==> src/source/alu_defs.svh <==
`ifndef ALU_DEFS_SVH
`define ALU_DEFS_SVH

// datapath width, one RV32 word
`define ALU_XLEN 32

// start to done of the restoring divider
// 32 shift/subtract steps plus the sign fix
`define ALU_DIV_CYCLES 33

// word offsets, decoded from wb_adr[4:2]
`define ALU_REG_A      3'd0
`define ALU_REG_B      3'd1
`define ALU_REG_CTRL   3'd2
`define ALU_REG_RESULT 3'd3 // read only
`define ALU_REG_FLAGS  3'd4 // read only, {busy, zero, less}

`endif
==> src/source/alu_pkg.sv <==
`include "alu_defs.svh"

package alu_pkg;

    // one data word
    typedef logic [`ALU_XLEN-1:0] word_t;

    // control code {funct7[5], funct7[0], funct3}
    // 00000 add     10000 sub     00001 sll     00010 slt
    // 00011 sltu    11000 pass b  00100 xor     00101 srl
    // 10101 sra     00110 or      00111 and
    // 01000 mul     01001 mulh    01011 mulhu
    // 01100 div     01101 divu    01110 rem     01111 remu
    typedef logic [4:0] alu_ctr_t;

    // register word index
    typedef logic [2:0] reg_idx_t;

    // core sequencing
    typedef enum logic {
        IDLE,
        DIVIDING
    } core_state_e;

    // divider sequencing
    typedef enum logic [1:0] {
        D_IDLE,
        D_RUN,  // 32 restoring steps
        D_FIX   // signed result presented, done high
    } div_state_e;

endpackage

==> src/source/alu_if.sv <==
// operand/result handshake between bus slave and core
interface alu_op_if import alu_pkg::*; ();
    word_t    a;
    word_t    b;
    alu_ctr_t ctr;
    logic     start;  // one cycle, only while busy low
    word_t    result;
    logic     less;
    logic     zero;
    logic     busy;   // rises on start, falls with valid result

    modport host (
        output a, b, ctr, start,
        input  result, less, zero, busy
    );

    modport unit (
        input  a, b, ctr, start,
        output result, less, zero, busy
    );
endinterface

// core to divider request and response
interface div_if import alu_pkg::*; ();
    word_t dividend;
    word_t divisor;
    logic  is_signed;
    logic  start;
    word_t quotient;  // held until next start
    word_t remainder;
    logic  done;      // one cycle pulse, fixed latency

    modport req (
        output dividend, divisor, is_signed, start,
        input  quotient, remainder, done
    );

    modport resp (
        input  dividend, divisor, is_signed, start,
        output quotient, remainder, done
    );
endinterface

==> src/source/alu_top.sv <==
module alu_top import alu_pkg::*; (
    input  logic       clk,
    input  logic       rst,
    input  logic       wb_cyc,
    input  logic       wb_stb,
    input  logic       wb_we,
    input  logic [4:0] wb_adr,
    input  word_t      wb_dat_w,
    input  logic [3:0] wb_sel,
    output word_t      wb_dat_r,
    output logic       wb_ack
);

    alu_op_if op_bus ();

    // register block, owns the operands
    alu_wb_slave u_slave (
        .clk      (clk),
        .rst      (rst),
        .wb_cyc   (wb_cyc),
        .wb_stb   (wb_stb),
        .wb_we    (wb_we),
        .wb_adr   (wb_adr),
        .wb_dat_w (wb_dat_w),
        .wb_sel   (wb_sel),
        .wb_dat_r (wb_dat_r),
        .wb_ack   (wb_ack),
        .op       (op_bus)
    );

    // datapath plus divider
    alu_core u_core (
        .clk (clk),
        .rst (rst),
        .op  (op_bus)
    );

endmodule

==> src/source/alu_wb_slave.sv <==
`include "alu_defs.svh"

module alu_wb_slave import alu_pkg::*; (
    input  logic       clk,
    input  logic       rst,
    input  logic       wb_cyc,
    input  logic       wb_stb,
    input  logic       wb_we,
    input  logic [4:0] wb_adr,
    input  word_t      wb_dat_w,
    input  logic [3:0] wb_sel,   // full-word access only, lanes not decoded
    output word_t      wb_dat_r,
    output logic       wb_ack,
    alu_op_if.host     op
);

    word_t    reg_a;
    word_t    reg_b;
    alu_ctr_t reg_ctr;
    logic     start_q;
    reg_idx_t idx;
    logic     req;
    logic     pending;
    logic     hold;

    assign idx = wb_adr[4:2];
    assign req = wb_cyc & wb_stb & ~wb_ack; // no second ack while stb still high

    // core busy, or launch already on its way
    assign pending = op.busy | start_q;

    // back-pressure on result read and on a second launch
    assign hold = pending & ((~wb_we & (idx == `ALU_REG_RESULT))
                           | (wb_we & (idx == `ALU_REG_CTRL)));

    assign op.a     = reg_a;
    assign op.b     = reg_b;
    assign op.ctr   = reg_ctr;
    assign op.start = start_q;

    always_ff @(posedge clk) begin
        if (rst) begin
            reg_a    <= '0;
            reg_b    <= '0;
            reg_ctr  <= '0;
            start_q  <= 1'b0;
            wb_ack   <= 1'b0;
            wb_dat_r <= '0;
        end else begin
            wb_ack  <= 1'b0; // single cycle pulses
            start_q <= 1'b0;
            if (req && !hold) begin
                wb_ack <= 1'b1;
                if (wb_we) begin
                    case (idx)
                        `ALU_REG_A: reg_a <= wb_dat_w;
                        `ALU_REG_B: reg_b <= wb_dat_w;
                        `ALU_REG_CTRL: begin
                            reg_ctr <= wb_dat_w[4:0];
                            start_q <= 1'b1; // launch
                        end
                        default: ; // result, flags read only
                    endcase
                end else begin
                    case (idx)
                        `ALU_REG_A: wb_dat_r <= reg_a;
                        `ALU_REG_B: wb_dat_r <= reg_b;
                        `ALU_REG_CTRL: wb_dat_r <= {{(`ALU_XLEN-5){1'b0}}, reg_ctr};
                        `ALU_REG_RESULT: wb_dat_r <= op.result;
                        `ALU_REG_FLAGS: wb_dat_r <= {{(`ALU_XLEN-3){1'b0}}, op.busy, op.zero, op.less};
                        default: wb_dat_r <= '0; // unmapped
                    endcase
                end
            end
        end
    end

endmodule

==> src/source/alu_core.sv <==
`include "alu_defs.svh"

module alu_core import alu_pkg::*; (
    input logic clk,
    input logic rst,
    alu_op_if.unit op
);

    localparam int MSB = `ALU_XLEN - 1;

    core_state_e state;
    logic        busy_q;
    word_t       a_q;
    word_t       b_q;
    alu_ctr_t    ctr_q;
    word_t       result_q;
    logic        less_q;
    logic        zero_q;

    logic  sub;
    logic  is_unsigned;
    logic  left;
    logic  arith;
    logic  is_div;
    logic  mul_signed;
    word_t sum;
    word_t shift_out;
    word_t alu_out;
    logic  add_less;
    logic  add_zero;

    logic [2*`ALU_XLEN-1:0] mul_a;
    logic [2*`ALU_XLEN-1:0] mul_b;
    logic [2*`ALU_XLEN-1:0] mul_full;

    div_if div_bus ();

    // control decode from the latched code
    assign sub         = (ctr_q == 5'b10000) | (ctr_q == 5'b00010) | (ctr_q == 5'b00011);
    assign is_unsigned = (ctr_q == 5'b00011); // sltu
    assign left        = (ctr_q[2:0] == 3'b001);
    assign arith       = (ctr_q[4:3] == 2'b10);
    assign is_div      = (ctr_q[4:2] == 3'b011); // div, divu, rem, remu
    assign mul_signed  = (ctr_q == 5'b01001);    // mulh only

    alu_adder u_adder (
        .a           (a_q),
        .b           (b_q),
        .sub         (sub),
        .is_unsigned (is_unsigned),
        .sum         (sum),
        .zero        (add_zero),
        .less        (add_less)
    );

    alu_shifter u_shifter (
        .din   (a_q),
        .shamt (b_q[4:0]), // upper bits ignored
        .left  (left),
        .arith (arith),
        .dout  (shift_out)
    );

    alu_divider u_divider (
        .clk (clk),
        .rst (rst),
        .div (div_bus)
    );

    // divider launched the cycle after op.start
    assign div_bus.dividend  = a_q;
    assign div_bus.divisor   = b_q;
    assign div_bus.is_signed = ~ctr_q[0];
    assign div_bus.start     = (state == IDLE) & busy_q & is_div;

    // 64 bit product, low half is the same either way
    assign mul_a    = {{`ALU_XLEN{mul_signed & a_q[MSB]}}, a_q};
    assign mul_b    = {{`ALU_XLEN{mul_signed & b_q[MSB]}}, b_q};
    assign mul_full = mul_a * mul_b;

    always_comb begin
        case (ctr_q)
            5'b00000, 5'b10000: alu_out = sum;
            5'b00001, 5'b00101, 5'b10101: alu_out = shift_out;
            5'b00010, 5'b00011: alu_out = {`ALU_XLEN{add_less}};
            5'b11000: alu_out = b_q;
            5'b00100: alu_out = a_q ^ b_q;
            5'b00110: alu_out = a_q | b_q;
            5'b00111: alu_out = a_q & b_q;
            5'b01000: alu_out = mul_full[MSB:0];
            5'b01001, 5'b01011: alu_out = mul_full[2*`ALU_XLEN-1:`ALU_XLEN];
            default: alu_out = '0; // div codes come from the divider
        endcase
    end

    // operand latch
    always_ff @(posedge clk) begin
        if (op.start && !busy_q) begin
            a_q   <= op.a;
            b_q   <= op.b;
            ctr_q <= op.ctr;
        end
    end

    always_ff @(posedge clk) begin
        if (rst) begin
            state    <= IDLE;
            busy_q   <= 1'b0;
            result_q <= '0;
            less_q   <= 1'b0;
            zero_q   <= 1'b0;
        end else begin
            case (state)
                IDLE: begin
                    if (op.start && !busy_q) begin
                        busy_q <= 1'b1;
                    end else if (busy_q) begin
                        if (is_div) begin
                            state <= DIVIDING; // div_bus.start high this cycle
                        end else begin
                            result_q <= alu_out;
                            less_q   <= add_less;
                            zero_q   <= add_zero;
                            busy_q   <= 1'b0;
                        end
                    end
                end
                DIVIDING: begin
                    if (div_bus.done) begin
                        result_q <= ctr_q[1] ? div_bus.remainder : div_bus.quotient;
                        less_q   <= add_less;
                        zero_q   <= add_zero;
                        busy_q   <= 1'b0;
                        state    <= IDLE;
                    end
                end
                default: state <= IDLE;
            endcase
        end
    end

    assign op.result = result_q;
    assign op.less   = less_q;
    assign op.zero   = zero_q;
    assign op.busy   = busy_q;

endmodule

==> src/source/alu_divider.sv <==
`include "alu_defs.svh"

module alu_divider import alu_pkg::*; (
    input logic clk,
    input logic rst,
    div_if.resp div
);

    localparam int MSB = `ALU_XLEN - 1;

    div_state_e state;
    logic [4:0] step_cnt;

    word_t quo;      // dividend shifts out, quotient bits shift in
    word_t rem;      // partial remainder
    word_t dsr;      // divisor magnitude
    logic  neg_q;
    logic  neg_r;
    logic  special;  // div by zero or overflow, result preloaded

    word_t abs_dividend;
    word_t abs_divisor;
    logic  div_zero;
    logic  div_ovf;

    logic [`ALU_XLEN:0]   shifted;
    logic [`ALU_XLEN+1:0] trial;

    // magnitudes for signed ops
    assign abs_dividend = (div.is_signed && div.dividend[MSB]) ? -div.dividend : div.dividend;
    assign abs_divisor  = (div.is_signed && div.divisor[MSB]) ? -div.divisor : div.divisor;

    assign div_zero = (div.divisor == '0);
    // most negative / -1
    assign div_ovf  = div.is_signed && (div.dividend == {1'b1, {MSB{1'b0}}})
                      && (div.divisor == '1);

    // one restoring step: shift in next dividend bit, trial subtract
    assign shifted = {rem, quo[MSB]};
    assign trial   = {1'b0, shifted} - {2'b00, dsr};

    always_ff @(posedge clk) begin
        if (rst) begin
            state    <= D_IDLE;
            step_cnt <= '0;
        end else begin
            case (state)
                D_IDLE: begin
                    step_cnt <= '0;
                    if (div.start) state <= D_RUN;
                end
                D_RUN: begin
                    step_cnt <= step_cnt + 5'd1;
                    if (step_cnt == 5'(`ALU_DIV_CYCLES - 2)) state <= D_FIX; // last step
                end
                default: state <= D_IDLE; // D_FIX lasts one cycle
            endcase
        end
    end

    always_ff @(posedge clk) begin
        if (state == D_IDLE && div.start) begin
            dsr     <= abs_divisor;
            special <= div_zero | div_ovf;
            if (div_zero) begin
                quo   <= '1;            // all ones
                rem   <= div.dividend;  // dividend unchanged
                neg_q <= 1'b0;
                neg_r <= 1'b0;
            end else if (div_ovf) begin
                quo   <= div.dividend;
                rem   <= '0;
                neg_q <= 1'b0;
                neg_r <= 1'b0;
            end else begin
                quo   <= abs_dividend;
                rem   <= '0;
                neg_q <= div.is_signed & (div.dividend[MSB] ^ div.divisor[MSB]);
                neg_r <= div.is_signed & div.dividend[MSB]; // remainder follows dividend
            end
        end else if (state == D_RUN && !special) begin
            quo <= {quo[MSB-1:0], ~trial[`ALU_XLEN+1]};
            if (trial[`ALU_XLEN+1]) begin
                rem <= shifted[MSB:0]; // negative, restore
            end else begin
                rem <= trial[MSB:0];
            end
        end
    end

    // sign fix, stable from D_FIX until the next start
    assign div.quotient  = neg_q ? -quo : quo;
    assign div.remainder = neg_r ? -rem : rem;
    assign div.done      = (state == D_FIX);

endmodule

==> src/source/alu_shifter.sv <==
`include "alu_defs.svh"

module alu_shifter import alu_pkg::*; (
    input  word_t      din,
    input  logic [4:0] shamt,
    input  logic       left,   // 1 = sll
    input  logic       arith,  // sign fill on right shift
    output word_t      dout
);

    localparam int MSB = `ALU_XLEN - 1;

    word_t stage [0:5];
    logic  fill;

    function automatic word_t bit_rev(input word_t v);
        word_t r;
        for (int i = 0; i < `ALU_XLEN; i++) begin
            r[i] = v[MSB-i];
        end
        return r;
    endfunction

    // left shift = reverse, shift right, reverse back
    assign stage[0] = left ? bit_rev(din) : din;
    assign fill     = arith & ~left & din[MSB]; // never sign fill on sll

    // one stage per shamt bit, 1/2/4/8/16
    for (genvar k = 0; k < 5; k++) begin : g_stage
        assign stage[k+1] = shamt[k] ? {{(2**k){fill}}, stage[k][MSB:2**k]} : stage[k];
    end

    assign dout = left ? bit_rev(stage[5]) : stage[5];

endmodule

==> src/source/alu_adder.sv <==
`include "alu_defs.svh"

module alu_adder import alu_pkg::*; (
    input  word_t a,
    input  word_t b,
    input  logic  sub,          // 1 = a - b
    input  logic  is_unsigned,  // less from carry instead of sign
    output word_t sum,
    output logic  zero,
    output logic  less
);

    localparam int MSB = `ALU_XLEN - 1;

    word_t b_eff;
    logic  carry;
    logic  overflow;

    // two's complement subtract: invert b, carry in = 1
    assign b_eff = b ^ {`ALU_XLEN{sub}};
    assign {carry, sum} = {1'b0, a} + {1'b0, b_eff} + {{`ALU_XLEN{1'b0}}, sub};

    // same operand signs but result sign flipped
    assign overflow = (a[MSB] == b_eff[MSB]) && (sum[MSB] != a[MSB]);
    assign zero     = (sum == '0);

    // borrow for unsigned, sign corrected by overflow for signed
    assign less = is_unsigned ? (carry ^ sub) : (overflow ^ sum[MSB]);

endmodule

==> config.mk <==
export PLATFORM = sky130hd
export DESIGN_NAME = alu_top
export DESIGN_NICKNAME = d
export VERILOG_FILES = /design/src/source/alu_pkg.sv /design/src/source/alu_if.sv /design/src/source/alu_top.sv /design/src/source/alu_wb_slave.sv /design/src/source/alu_core.sv /design/src/source/alu_divider.sv /design/src/source/alu_shifter.sv /design/src/source/alu_adder.sv
export VERILOG_INCLUDE_DIRS = /design/src /design/src/source
export SDC_FILE = /design/constraint.sdc
export NUM_CORES = 2
export LEC_CHECK = 0
export BUFFER_PORTS_ARGS = -buffer_cell sky130_fd_sc_hd__buf_2
export CAP_MARGIN = 20
export CORE_MARGIN = 4
export CORE_UTILIZATION = 45
export CTS_BUF_LIST = sky130_fd_sc_hd__clkbuf_8
export CTS_CLUSTER_DIAMETER = 60
export DETAILED_ROUTE_END_ITERATION = 7
export PLACE_DENSITY_LB_ADDON = 0.05
export SKIP_LAST_GASP = 1
export SYNTH_ARGS = -nofsm -noshare
export SYNTH_HDL_FRONTEND = slang
export SYNTH_SLANG_ARGS = --single-unit
==> constraint.sdc <==
create_clock -name clk -period 11.9 [get_ports clk]
set_input_delay 0.595 -clock clk [delete_from_list [all_inputs] [get_ports clk]]
set_output_delay 0.595 -clock clk [all_outputs]
set_load 0.01 [all_outputs]
==> reports/qor.txt <==
Clock group share of total power: 8.8%
First-pass GRT wire length: 380.4 mm
Setup TNS: 0 ps
Worst Min Path Start: wb_dat_w[27]
Clock Latency Late Sink: 670 ps
Crit path buf inv count: 9
Synthesized net count: 8612
Worst-margin pin slew: 1259 ps
Die H: 378.0 µm
Finished Cell Area: 0.06529 mm²
# Post-CTS Setup Buffers: 0
Antenna violations before repair: 23
Clock root cell: clkbuf_8
H-tree depth: 2
Netlist Area Pre-Place: 0.06160 mm²
CTS tree: built
Slew headroom: 15.67%
R2R setup slack: 1390 ps
Chip width: 378.0 µm
CTS buffer count: 48
Most frequent CP cell: fa_1
Area contributors post-synth: fa_1 (37%), edfxtp_1 (8.2%), inv_1 (7.7%)
Via count: 52320
Vias per cell: 5.941
Post-synthesis cell type count: 88
Run status: finished clean
Filler instances: 13520
P_sw: 0.006561 W
WHS Path Cells: 3
Post-synth top area share: 36.62%
Crit path launch type: register
IO Pins: 79
Worst setup EP type: register
Final std cells w/o fill: 8806
Fmax: 0.09515 GHz
Detailed Route WL: 263.5 mm
Cts hold-fix bufs: 0
Max-slew violation count: 0
Crit path max-delay family: adder cells
Top FF cell, synth: edfxtp_1
Crit-path max FO: 12
Final HPWL DP: 206.6 mm
Total power: 0.01122 W
Crit. path cell count: 27
Final Wtd Congestion: 1.091
Clock sink total: 314
Gr ovfl total: 0
Area growth syn-to-layout: 5.986%
Most common cell after layout, fill and taps aside: inv_1
Gate power share: 81.0%
Mapped Avg Cell Area: 8.685 µm²
RSZ-0062 raised after global routing: no
Max Root-Sink Buffers: 3
Synth area leader: fa_1
Worst min-delay path endpoint: u_slave.op.b[27]
Slowest CP cell: edfxtp_1
Layout cells sized above 1: 7.182%
WHS: 166.8 ps
Final Cycle Share: 88.32%
Post-Synthesis Cells: 7093
Setup Crit Path Kind: register to register
Worst Hold Class: input pin to register
Largest net degree at the start of global routing: 92
Tmin final: 10510 ps
Port Buffers: 72
Post-route ant nets: 0
Yosys warnings: 0
R2R Path End: u_core.op.result[27]
Max cap viols: 0
Reg2reg path depth: 27
Hold Fails Final Rpt: 0
Site row count: 135
Vias in the first global route: 52680
Nets@finish: 8497
VDD IR max: 426.0 µV
LEAKAGE: 32.57 nW
RR Startpoint: u_core.b_q[10]
Initial Utilization: 45.36%
Full die area: 0.1429 mm²
Crit path DAT: 11090 ps
Post-DP Area: 0.06422 mm²
Most frequent cells in the layout: inv_1 (1285), fa_1 (1127), nand2_1 (1110), nor2_1 (597), ha_1 (346)
Remaining DRCs: 0
Slowest cell delay on critical path: 1120 ps
Ys async rst share: 0%
Sequential Power Share: 10.2%
Dpl cells: 8705
Flops & latches, synth: 314
Clock transition at path regs: 70 ps
Core outline area: 0.1358 mm²
Sw Share: 58.47%
Total GRT Usage: 37.12%
Post-CTS sizing: 0
WP data required: 12480 ps
DRT Pass-1 Iters: 6
Clk_skew: 60.94 ps
DR WL/cell: 29.92 µm
Sequential fraction of the synthesis area: 12.93%
Pwr per Cell Area: 171.9 mW/mm²
1st-iter DRT viols: 5401
Setup Viol. Count Final: 0
Number of synthesized flops with an enable pin: 168
Cell-internal power: 0.004660 W
==> final cells by class <==
class | count | area, µm² | share of cell area, %
Multi-Input combinational cell | 5038 | 47180 | 72.26
Clock inverter | 35 | 250.2 | 0.3833
Antenna cell | 7 | 17.52 | 0.02683
Clock buffer | 55 | 757.0 | 1.159
Tap cell | 1781 | 2228 | 3.413
Inverter | 1291 | 4846 | 7.422
Timing Repair Buffer | 285 | 2046 | 3.133
Sequential cell | 314 | 7968 | 12.20
==> registers in the layout, indices dropped and copies added (netlist names), 2 cells and up <==
signal and cells:
u_core.u_divider.quo 32, u_slave.op.b 32, u_core.b_q 32, u_core.u_divider.dsr 32, u_core.ctr_q 5, u_core.u_divider.rem 32
u_core.a_q 32, u_slave.wb_dat_r 32, u_core.u_divider.step_cnt 5, u_core.op.result 32, u_slave.op.a 32, u_slave.op.ctr 5
u_core.u_divider.state 2
==> cell families after synthesis <==
family	after synthesis	synth area share (%)
AOI/OAI and AO/OA	1030	10.88
and+or+nand+nor	2117	14.45
buffers and inverters	1741	10.64
DFF	314	12.93
adders and majority gates	1473	43.65
xor gates and xnor gates	263	3.739
muxes	155	3.699
==> Yosys cell counts (56+ instances only) <==
master	n
xor2_1	75
inv_1	1269
nor3_1	82
fa_1	1127
mux2i_1	69
xnor2_1	188
nand2_1	1110
dfxtp_1	146
nand3_1	66
edfxtp_1	168
a21oi_1	324
ha_1	346
o21ai_0	195
buf_1	97
clkbuf_1	341
a21o_1	56
nor2_1	599
==> through the flow <==
step,worst slack (ps),util (%)
global route,910.7,48.07
finish,1390,48.08
detailed placement,1471,47.28
global placement,1414,47.28
CTS,1401,48.03
floorplan,2293,-
==> power by group through the flow <==
stage | Sequential (W) | Clock (W) | Combinational (W)
after CTS | 0.00114 | 0.00101 | 0.00872
final | 0.00114 | 0.000992 | 0.00909
after detailed placement | 0.00116 | 0 | 0.00866
after global routing | 0.00114 | 0.00106 | 0.00967
after global placement | 0.00116 | 0 | 0.00869
after floorplan | 0.00116 | 0 | 0.00550
==> metal layers <==
| metal | GRT usage (%) | routed length [µm] | vias up | share of wire (%) |
|---|---|---|---|---|
| met2 | 55.76 | 113400 | 2588 | 43 |
| met5 | 0 | 150 | - | 0.057 |
| met1 | 50.47 | 107600 | 26860 | 41 |
| met3 | 9.745 | 26900 | 603 | 10 |
| li1 | - | - | 22250 | - |
| met4 | 16.72 | 15400 | 20 | 5.8 |
==> worst max-delay path by stage <==
| stage | start | end | slack, ps |
|---|---|---|---|
| floorplan | u_core.ctr_q[2] | u_core.op.result[27] | 2290 |
| global placement | u_core.b_q[10] | u_core.op.result[27] | 1410 |
| detailed placement | u_core.b_q[10] | u_core.op.result[27] | 1470 |
| CTS | u_core.b_q[10] | u_core.op.result[27] | 1400 |
| global route | u_core.b_q[10] | u_core.op.result[27] | 910 |
| finish | u_core.b_q[10] | u_core.op.result[27] | 1390 |
==> worst min-delay path, delay by kind of cell <==
| family | cells | cell delay (ps) |
|---|---|---|
| and+or+nand+nor | 1 | 50 |
| AOI/OAI and AO/OA | 1 | 50 |
| buffers and inverters | 1 | 100 |
Power figures use the tool's default switching activity.
